## src/source/rp_analog_pkg.sv

```systemverilog
//////////////////////////////////////////////////
// analog path package
// widths, bus map, register offsets and shared types
//////////////////////////////////////////////////

`default_nettype none

package rp_analog_pkg;

  //////////////////////////////////////////////////
  // widths
  //////////////////////////////////////////////////
  localparam int DAT_W = 14;       // converter sample
  localparam int SUM_W = 15;       // sample + offset, one guard bit
  localparam int RAW_W = 16;       // adc pins, low 2 bits unused
  localparam int BUS_W = 32;       // sys bus addr / data

  // bus map, eight regions on addr[22:20]
  localparam int N_REGION   = 8;
  localparam int REGION_LSB = 20;
  localparam int REGION_MSB = 22;

  // region 0 register offsets, decoded on addr[7:0]
  localparam logic [7:0] REG_ID    = 8'h00;
  localparam logic [7:0] REG_OFS_A = 8'h04;
  localparam logic [7:0] REG_OFS_B = 8'h08;
  localparam logic [7:0] REG_SNAP  = 8'h0C;

  localparam logic [BUS_W-1:0] ID_VALUE = 32'h5250_0001;

  //////////////////////////////////////////////////
  // types
  //////////////////////////////////////////////////
  typedef struct packed {
    logic [BUS_W-1:0] addr;
    logic [BUS_W-1:0] wdata;
    logic [3:0]       sel;        // byte lanes
    logic             wen;        // one-cycle strobe
    logic             ren;        // one-cycle strobe
  } sys_req_t;

  typedef struct packed {
    logic [BUS_W-1:0] rdata;
    logic             ack;
    logic             err;
  } sys_rsp_t;

  // one word per channel
  typedef struct packed {
    logic signed [DAT_W-1:0] a;
    logic signed [DAT_W-1:0] b;
  } chan_pair_t;

  // negative-slope offset binary <-> two's complement, self-inverse
  function automatic logic [DAT_W-1:0] neg_slope(input logic [DAT_W-1:0] d);
    return {d[DAT_W-1], ~d[DAT_W-2:0]};
  endfunction

endpackage

`default_nettype wire

```

## src/source/adc_frontend.sv

```systemverilog
//////////////////////////////////////////////////
// adc front end
// pin register, neg-slope to two's complement
//////////////////////////////////////////////////

`timescale 1ns/1ps
`default_nettype none

module adc_frontend
  import rp_analog_pkg::*;
(
  input  wire logic             adc_clk,
  input  wire logic             reset_i,
  input  wire logic [RAW_W-1:0] adc_dat_a_i,   // ch a pins
  input  wire logic [RAW_W-1:0] adc_dat_b_i,   // ch b pins
  output chan_pair_t            sample_o       // signed, one cycle after pins
);

  logic [DAT_W-1:0] raw_a;
  logic [DAT_W-1:0] raw_b;
  chan_pair_t       sample_q;

  // converter data sits on the upper 14 pins
  assign raw_a = adc_dat_a_i[RAW_W-1:RAW_W-DAT_W];
  assign raw_b = adc_dat_b_i[RAW_W-1:RAW_W-DAT_W];

  // loads every cycle, conversion ahead of the flops
  // so reset gives a true zero sample
  always_ff @(posedge adc_clk)
  begin
    if (reset_i)
      sample_q <= '0;
    else
    begin
      sample_q.a <= neg_slope(raw_a);
      sample_q.b <= neg_slope(raw_b);
    end
  end

  assign sample_o = sample_q;

endmodule

`default_nettype wire

```

## src/source/analog_regs.sv

```systemverilog
//////////////////////////////////////////////////
// region 0 register bank
// id word, dac offsets, adc snapshot
//////////////////////////////////////////////////

`timescale 1ns/1ps
`default_nettype none

module analog_regs
  import rp_analog_pkg::*;
(
  input  wire logic adc_clk,
  input  wire logic reset_i,
  input  sys_req_t  req_i,          // strobes already gated to region 0
  output sys_rsp_t  rsp_o,          // combinational, registered in decoder
  input  chan_pair_t adc_sample_i,  // live adc samples
  output chan_pair_t offset_o       // to dac summation
);

  logic [7:0] reg_ofs;      // offset inside region
  logic       strobe;
  logic       ofs_hit;      // known register
  chan_pair_t ofs_q;

  // low two byte lanes cover the 14-bit offset
  function automatic logic [DAT_W-1:0] lane_write(
    input logic [DAT_W-1:0] old_val,
    input logic [BUS_W-1:0] wdata,
    input logic [3:0]       sel
  );
    logic [DAT_W-1:0] nxt;
    nxt = old_val;
    if (sel[0])
      nxt[7:0] = wdata[7:0];
    if (sel[1])
      nxt[DAT_W-1:8] = wdata[DAT_W-1:8];
    return nxt;
  endfunction

  assign reg_ofs = req_i.addr[7:0];
  assign strobe  = req_i.wen | req_i.ren;
  assign ofs_hit = (reg_ofs == REG_ID) || (reg_ofs == REG_OFS_A) ||
                   (reg_ofs == REG_OFS_B) || (reg_ofs == REG_SNAP);

  //////////////////////////////////////////////////
  // offset registers
  //////////////////////////////////////////////////
  always_ff @(posedge adc_clk)
  begin
    if (reset_i)
      ofs_q <= '0;
    else if (req_i.wen)
    begin
      if (reg_ofs == REG_OFS_A)
        ofs_q.a <= lane_write(ofs_q.a, req_i.wdata, req_i.sel);
      if (reg_ofs == REG_OFS_B)
        ofs_q.b <= lane_write(ofs_q.b, req_i.wdata, req_i.sel);
    end
  end

  assign offset_o = ofs_q;

  //////////////////////////////////////////////////
  // read mux
  //////////////////////////////////////////////////
  // signed members, so the size casts sign-extend
  // snapshot is whatever the front end holds at the read strobe
  always_comb
  begin
    rsp_o.ack   = strobe;
    rsp_o.err   = strobe & ~ofs_hit;    // unknown offset
    rsp_o.rdata = '0;
    if (req_i.ren)
    begin
      case (reg_ofs)
        REG_ID:    rsp_o.rdata = ID_VALUE;
        REG_OFS_A: rsp_o.rdata = BUS_W'(ofs_q.a);
        REG_OFS_B: rsp_o.rdata = BUS_W'(ofs_q.b);
        REG_SNAP:  rsp_o.rdata = {16'(adc_sample_i.b), 16'(adc_sample_i.a)};
        default:   rsp_o.rdata = '0;
      endcase
    end
  end

endmodule

`default_nettype wire

```

## src/source/dac_backend.sv

```systemverilog
//////////////////////////////////////////////////
// dac back end
// offset add, saturation, neg-slope code register
//////////////////////////////////////////////////

`timescale 1ns/1ps
`default_nettype none

module dac_backend
  import rp_analog_pkg::*;
(
  input  wire logic adc_clk,
  input  wire logic reset_i,
  input  chan_pair_t sample_i,     // adc samples, two's complement
  input  chan_pair_t offset_i,     // per channel offset
  output chan_pair_t dac_dat_o     // unsigned neg-slope codes
);

  logic signed [SUM_W-1:0] sum_a;
  logic signed [SUM_W-1:0] sum_b;
  logic [DAT_W-1:0]        sat_a;
  logic [DAT_W-1:0]        sat_b;
  chan_pair_t              dac_q;

  // clamp 15-bit sum into 14 bits
  // top two bits differ -> out of range, pick the rail by sign
  function automatic logic [DAT_W-1:0] saturate(input logic [SUM_W-1:0] s);
    logic ovf;
    ovf = s[SUM_W-1] ^ s[SUM_W-2];
    if (ovf)
      return {s[SUM_W-1], {(DAT_W-1){~s[SUM_W-1]}}};  // 8191 or -8192
    else
      return s[DAT_W-1:0];
  endfunction

  //////////////////////////////////////////////////
  // summation
  //////////////////////////////////////////////////
  // both operands signed, extended to SUM_W by context
  assign sum_a = sample_i.a + offset_i.a;
  assign sum_b = sample_i.b + offset_i.b;

  assign sat_a = saturate(sum_a);
  assign sat_b = saturate(sum_b);

  //////////////////////////////////////////////////
  // output register
  //////////////////////////////////////////////////
  always_ff @(posedge adc_clk)
  begin
    if (reset_i)
    begin
      dac_q.a <= neg_slope('0);      // mid-scale code 0x1fff
      dac_q.b <= neg_slope('0);
    end
    else
    begin
      dac_q.a <= neg_slope(sat_a);
      dac_q.b <= neg_slope(sat_b);
    end
  end

  assign dac_dat_o = dac_q;    // channels leave as parallel words

endmodule

`default_nettype wire

```

## src/source/rp_analog_top.sv

```systemverilog
//////////////////////////////////////////////////
// analog top
// bus decoder, region 0 registers and adc -> dac path
//////////////////////////////////////////////////

`timescale 1ns/1ps
`default_nettype none

module rp_analog_top
  import rp_analog_pkg::*;
(
  input  wire logic             adc_clk,
  input  wire logic             reset_i,
  input  wire logic [RAW_W-1:0] adc_dat_a_i,
  input  wire logic [RAW_W-1:0] adc_dat_b_i,
  input  sys_req_t              sys_req_i,
  output sys_rsp_t              sys_rsp_o,
  output chan_pair_t            dac_dat_o
);

  sys_req_t   region0_req;   // gated strobes
  sys_rsp_t   region0_rsp;   // same cycle as strobe
  chan_pair_t adc_sample;
  chan_pair_t dac_offset;

  //////////////////////////////////////////////////
  // register bus
  //////////////////////////////////////////////////
  sys_bus_decoder i_sys_bus_decoder (
    .adc_clk      (adc_clk),
    .reset_i      (reset_i),
    .req_i        (sys_req_i),
    .region_req_o (region0_req),
    .region_rsp_i (region0_rsp),
    .rsp_o        (sys_rsp_o)
  );

  analog_regs i_analog_regs (
    .adc_clk      (adc_clk),
    .reset_i      (reset_i),
    .req_i        (region0_req),
    .rsp_o        (region0_rsp),
    .adc_sample_i (adc_sample),
    .offset_o     (dac_offset)
  );

  //////////////////////////////////////////////////
  // data path, two registers pin to pin
  //////////////////////////////////////////////////
  adc_frontend i_adc_frontend (
    .adc_clk     (adc_clk),
    .reset_i     (reset_i),
    .adc_dat_a_i (adc_dat_a_i),
    .adc_dat_b_i (adc_dat_b_i),
    .sample_o    (adc_sample)
  );

  dac_backend i_dac_backend (
    .adc_clk   (adc_clk),
    .reset_i   (reset_i),
    .sample_i  (adc_sample),
    .offset_i  (dac_offset),
    .dac_dat_o (dac_dat_o)
  );

endmodule

`default_nettype wire

```

## src/source/sys_bus_decoder.sv

```systemverilog
//////////////////////////////////////////////////
// system bus decoder
// eight regions, strobe routing, registered response
//////////////////////////////////////////////////

`timescale 1ns/1ps
`default_nettype none

module sys_bus_decoder
  import rp_analog_pkg::*;
(
  input  wire logic adc_clk,
  input  wire logic reset_i,
  input  sys_req_t  req_i,          // from bus master
  output sys_req_t  region_req_o,   // region 0 only, others are empty
  input  sys_rsp_t  region_rsp_i,   // region 0 response, same cycle as strobe
  output sys_rsp_t  rsp_o           // one cycle after the strobe
);

  logic [REGION_MSB-REGION_LSB:0] region_idx;
  logic [N_REGION-1:0]            region_cs;    // one-hot region select
  logic                           strobe;

  logic [N_REGION-1:0] region_cs_q;
  logic                strobe_q;      // pending strobe
  sys_rsp_t            rsp0_q;        // region 0 response, held one cycle

  //////////////////////////////////////////////////
  // request side
  //////////////////////////////////////////////////
  assign region_idx = req_i.addr[REGION_MSB:REGION_LSB];
  assign region_cs  = N_REGION'(1) << region_idx;
  assign strobe     = req_i.wen | req_i.ren;

  // addr, data and sel go straight through
  // strobes only when region 0 is hit
  always_comb
  begin
    region_req_o     = req_i;
    region_req_o.wen = req_i.wen & region_cs[0];
    region_req_o.ren = req_i.ren & region_cs[0];
  end

  //////////////////////////////////////////////////
  // response register
  //////////////////////////////////////////////////
  always_ff @(posedge adc_clk)
  begin
    if (reset_i)
      strobe_q <= 1'b0;
    else
      strobe_q <= strobe;           // ack always the next cycle
  end

  // region index and region 0 answer of the strobe cycle
  always_ff @(posedge adc_clk)
  begin
    region_cs_q <= region_cs;
    rsp0_q      <= region_rsp_i;
  end

  // region 0 gives its own answer
  // regions 1..7 ack with zero data, no error
  always_comb
  begin
    rsp_o.ack   = strobe_q & (region_cs_q[0] ? rsp0_q.ack : |region_cs_q[N_REGION-1:1]);
    rsp_o.err   = strobe_q & region_cs_q[0] & rsp0_q.err;
    rsp_o.rdata = (strobe_q & region_cs_q[0]) ? rsp0_q.rdata : '0;
  end

endmodule

`default_nettype wire

```

## config.mk

```make
export PLATFORM = sky130hd
export DESIGN_NAME = rp_analog_top
export DESIGN_NICKNAME = d
export VERILOG_FILES = /design/src/source/rp_analog_pkg.sv /design/src/source/adc_frontend.sv /design/src/source/analog_regs.sv /design/src/source/dac_backend.sv /design/src/source/rp_analog_top.sv /design/src/source/sys_bus_decoder.sv
export SDC_FILE = /design/constraint.sdc
export NUM_CORES = 1
export LEC_CHECK = 0
export BUFFER_PORTS_ARGS = -buffer_cell sky130_fd_sc_hd__buf_2
export CELL_PAD_IN_SITES_DETAIL_PLACEMENT = 0
export CELL_PAD_IN_SITES_GLOBAL_PLACEMENT = 1
export CORE_UTILIZATION = 40
export CTS_CLUSTER_SIZE = 12
export DETAILED_ROUTE_END_ITERATION = 7
export GPL_ROUTABILITY_DRIVEN = 0
export PLACE_DENSITY = 0.85
export SLEW_MARGIN = 20
export SYNTH_ARGS = -nofsm -noshare
export SYNTH_HDL_FRONTEND = slang
export SYNTH_HIERARCHICAL = 1
export SYNTH_SLANG_ARGS = --single-unit
```

## constraint.sdc

```tcl
create_clock -name adc_clk -period 2.9 [get_ports adc_clk]
set_input_delay 0.58 -clock adc_clk [delete_from_list [all_inputs] [get_ports adc_clk]]
set_output_delay 0.58 -clock adc_clk [all_outputs]
set_load 0.01 [all_outputs]
```

# Word level (Yosys, flattened, before mapping)

Index checks and enable logic that the tools add are counted.
Widths: inputs -> output; s select.

Multiplexer cells: 5
Shift-type cells: 1
Reductions and logical operators: 9
Multipliers: 0
Divide/modulo/power cells: 0
Eq/ne operators: 3
Order comparisons: 0
$add $sub $neg: 2
Bitwise operators: 17

Operators by type and width:

| operator            | count |
|---|---|
| $pmux 32 s4         | 1 |
| $not 13->13         | 4 |
| $mux 32             | 1 |
| $add 14x14->15      | 2 |
| $mux 14             | 2 |
| $eq 8x4->1 const B  | 2 |
| $reduce_and 3->1    | 4 |
| $eq 8x3->1 const B  | 1 |
| $logic_not 8->1     | 1 |
| $shl 1x3->8 const A | 1 |
| $reduce_or 7->1     | 1 |
| $and 1x1->1         | 6 |
| $logic_or 1x1->1    | 3 |
| $not 1->1           | 3 |
| $or 1x1->1          | 2 |
| $xor 1x1->1         | 2 |
| $mux 1              | 1 |

Bits in writable memories: 0
Input port bits: 104
Latch bits: 0
Memories kept: 0
Flip-flop bits (word level): 127
Memory bits (read-only): 0
Logic and storage cells: 50

# Logic depth before layout (Yosys ltp)

Depth in word-level cells: 6
Mapped depth: 11

# Cells and area by module

Netlist, hierarchy kept.

Modules (own cells, without submodules):

| module          | instances | cells each | area each (um^2) |
|---|---|---|---|
| dac_backend     | 1         | 297        | 2483.6 |
| analog_regs     | 1         | 222        | 1855.5 |
| sys_bus_decoder | 1         | 168        | 1720.4 |
| adc_frontend    | 1         | 59         | 706.9 |

# Worst setup path after synthesis

No wires, ideal clock.

Path type: register to register
From: register i_analog_regs.ofs_q (netlist bit i_analog_regs/offset_o[0])
To: register i_dac_backend.dac_q (netlist bit i_dac_backend/dac_dat_o[7])
Required time: 2.778 ns
Path buffers: 1
Setup slack: 0.562 ns
Data arrival time: 2.216 ns
Cell stages (with the launch flop): 12
Setup time: 0.122 ns
Cell sequence: dfxtp_1 ha_1 inv_1 fa_1 nand2b_1 a21oi_1 nor2_1 o221a_4 nor2_4 buf_6 a21oi_1 a221o_1

Cells in the longest elaborated chain, start to end: 4

RTL lines:

| element                                  | line                                 | text |
|---|---|---|
| start: declaration                       | analog_regs.sv:23                    | `chan_pair_t ofs_q;` |
| $add 14x14->15 (*)                       | dac_backend.sv:41                    | `assign sum_b = sample_i.b + offset_i.b;` |
| $xor 1x1->1 or $not 1->1 (tied branches) | dac_backend.sv:29, dac_backend.sv:31 |  |
| $mux 14 (*)                              | dac_backend.sv:30                    | `if (ovf)` |
| $not 13->13 (*)                          | rp_analog_pkg.sv:56                  | `return {d[DAT_W-1], ~d[DAT_W-2:0]};` |
| end: declaration                         | dac_backend.sv:23                    | `chan_pair_t dac_q;` |

Mark *: on every way between the ends. The rest lies on a longest branch, timed or not.
A chain may end at the register's enable or synchronous reset.

# Worst setup path after layout

From: register i_adc_frontend.sample_q (netlist bit i_adc_frontend/sample_o[0])
To: register i_dac_backend.dac_q (netlist bit i_dac_backend/dac_dat_o[5])

Cells in the longest elaborated chain, start to end: 4

RTL lines:

| element                                  | line                                 | text |
|---|---|---|
| start: declaration                       | adc_frontend.sv:21                   | `chan_pair_t sample_q;` |
| $add 14x14->15 (*)                       | dac_backend.sv:41                    |  |
| $xor 1x1->1 or $not 1->1 (tied branches) | dac_backend.sv:29, dac_backend.sv:31 |  |
| $mux 14 (*)                              | dac_backend.sv:30                    |  |
| $not 13->13 (*)                          | rp_analog_pkg.sv:56                  |  |

Marks and branches as above.

==> key figures <==
GRT
  • Largest net degree at the start of global routing: 30
  • Grt ovf: 0
  • Initial antenna violation count: 0
  • GRT Overall Usage: 19.89%
  • Vias in the first global route: 5023
  • Global-route wire length before repair: 25160 um

Timing
  • Max Slew Vio Count: 0
  • Achievable Freq: 376.0 MHz
  • Final setup viols: 0
  • Clk_skew: roughly 0.0061 ns
  • Unrepaired setup endpoints after global routing: no
  • Final setup TNS: 0 ns
  • Crit path time final: 2.660 ns
  • Slew HR: between 60% and 70%
  • Hold_ws: between 0.3 and 0.4 ns
  • Worst slew pin tran: roughly 0.53 ns
  • Final Hold Violating Endpoints: 0
  • Tcrit/Tclk final: 91.72%

Route
  • Drt first-iter violations: 236
  • First drt pass iteration count: 6
  • Antenna Nets Post-Route: 0
  • Highest routed layer: met4
  • Total vias in the final route: 5259
  • Vias per inst: around 5.2
  • DRC viols: 0
  • Total wire length: 16040 um
  • Met1 WL: 7272 um
  • Wire length on met3: 777 um
  • DR WL/cell: 15.90 um
  • Metal2 WL: 7678 um

Synth
  • Yosys Warn Count: 6
  • Cell Area, Synth: 0.006436 mm2
  • Syn_nets: 836
  • Mapped Cells: 702
  • Post-Syn Area per Cell: around 9 um2

Worst hold path
  • Hold Crit Depth: 2
  • Hold_sp: adc_dat_a_i[7]
  • Worst Hold End: i_adc_frontend/sample_o[19]
  • HP Class: primary input to flip-flop

Clock tree
  • Cts bufs inserted: 17
  • Count of cells resized by post-cts repair: 0
  • Post-CTS setup buffer count: 0
  • Clk_lat worst skew: 0.42 ns
  • Depth of the CTS H-tree: 4
  • Clock sinks: 127
  • Clock-pin slew on the worst setup and hold paths: 0.05 ns
  • CTS tree: yes
  • Cts hold-fix bufs: 0
  • Clock Tree Root: clkbuf_16
  • Clock Path Buffers: 2

Die
  • DIE HEIGHT: 128.9 um
  • I/O pins: 166
  • Core footprint: about 0.016 mm2
  • Die width: 128.9 um
  • Row count: 46
  • Initial Util: 40.81%
  • Die area: about 0.017 mm2

Power and ir drop
  • Leakage power: 3.348 nW
  • Maximum vdd ir drop: 414.2 uV
  • Power per cell area: about 550 mW/mm2
  • Final Power: 0.004115 W

Worst setup path
  • Critical Path RT: roughly 3.2 ns
  • Register-to-Register Path Depth: 10
  • Critical path type: flip-flop to flip-flop
  • Reg2reg start: i_adc_frontend/sample_o[0]
  • Critical path capture point type: flip-flop
  • Critical Path Fanout Max: 11
  • R2r setup slk: 0.24 ns
  • Arr. time, crit path: 2.96 ns
  • Reg-to-reg endpoint: i_dac_backend/dac_dat_o[5]
  • Crit path launch type: flip-flop

Final layout
  • Layout cells sized above 1: 24.84%
  • Cell area after layout: approximately 0.0075 mm2
  • NumNets Final: between 900 and 1000
  • Area Growth Syn to Fin: 16.31%
  • Fill cells: roughly 1600
  • Ant diodes: 0
  • Finished Layout Cells: 1009

Outcome
  • Status: finished, final reports clean

Placed design
  • IO Port Bufs: 120
  • Placement Cell Area: between 0.006 and 0.007 mm2
  • Final HPWL DP: 11820 um
  • Placed Instances: around 980

Run
  • Max-Cap Viols: 0
[state kept, by name, indices dropped and copies added (netlist names)]
register                       count
i_sys_bus_decoder/rsp0_q          34
i_adc_frontend/sample_o           28
i_analog_regs/offset_o            28
i_dac_backend/dac_dat_o           28
i_sys_bus_decoder/region_cs_q      8
i_sys_bus_decoder/strobe_q         1
[power by group]
group	leakage, nW	switching (W)	internal (W)
registers	1.04	0.0000322	0.00179
logic	2.04	0.000173	0.000128
clock network	0.266	0.000727	0.00126
total	3.35	0.000932	0.00318
[worst max-delay path: stages (launching register included)]
cell and delay (ns):
dfxtp_1 0.39, ha_1 0.19, inv_1 0.05, fa_1 0.39, nand2b_1 0.18, a21oi_1 0.26
nor2_1 0.14, o221a_4 0.27, nand2_2 0.21, a21oi_1 0.11, a221o_1 0.35
[layout make-up]
type / instances / area [um2] / share of cell area, %
Clock buffer: 26 / 499.2 / 6.669
Sequential cell: 127 / 2542 / 33.96
Clock inverter: 5 / 55.05 / 0.7354
Tap cell: 216 / 270.3 / 3.610
Multi-Input combinational cell: 484 / 3349 / 44.74
Inverter: 17 / 63.81 / 0.8524
Timing Repair Buffer: 134 / 705.7 / 9.427
[per-stage QoR]
stage          setup WS (ns)  util [%]
2_1_floorplan         0.5620         -
3_3_place_gp          0.3032     43.95
3_5_place_dp          0.2925     43.95
4_1_cts               0.2713     47.47
5_1_grt               0.1237     47.47
6_report              0.2403     47.47
[worst max-delay path by stage]
| stage | start | endpoint | depth (start not counted) |
|---|---|---|---|
| 2_1_floorplan | i_analog_regs/offset_o[0] | i_dac_backend/dac_dat_o[7] | 11 |
| 3_3_place_gp | i_adc_frontend/sample_o[0] | i_dac_backend/dac_dat_o[4] | 10 |
| 3_5_place_dp | i_adc_frontend/sample_o[0] | i_dac_backend/dac_dat_o[4] | 10 |
| 4_1_cts | i_adc_frontend/sample_o[0] | i_dac_backend/dac_dat_o[5] | 10 |
| 5_1_grt | i_adc_frontend/sample_o[0] | i_dac_backend/dac_dat_o[6] | 10 |
| 6_report | i_adc_frontend/sample_o[0] | i_dac_backend/dac_dat_o[5] | 10 |
[routing by layer]
metal | up-vias | global-route usage (%)
met2 | 143 | 32.78
li1 | 2638 | -
met1 | 2454 | 24.79
met5 | - | 0
met3 | 24 | 5.281
met4 | 0 | 7.612
[layout by cell type, fill, tap and decap left out, types with 17 or more instances in the layout]
cell and n:
a21oi_1 59, and3_1 35, buf_2 120, clkbuf_16 17, dfxtp_1 127, ha_1 28
inv_1 17, mux2i_1 20, nand2_1 34, nand2b_1 30, nand4_1 18, nor2_1 55
o21ai_0 23
(Power assumes the default switching activity.)
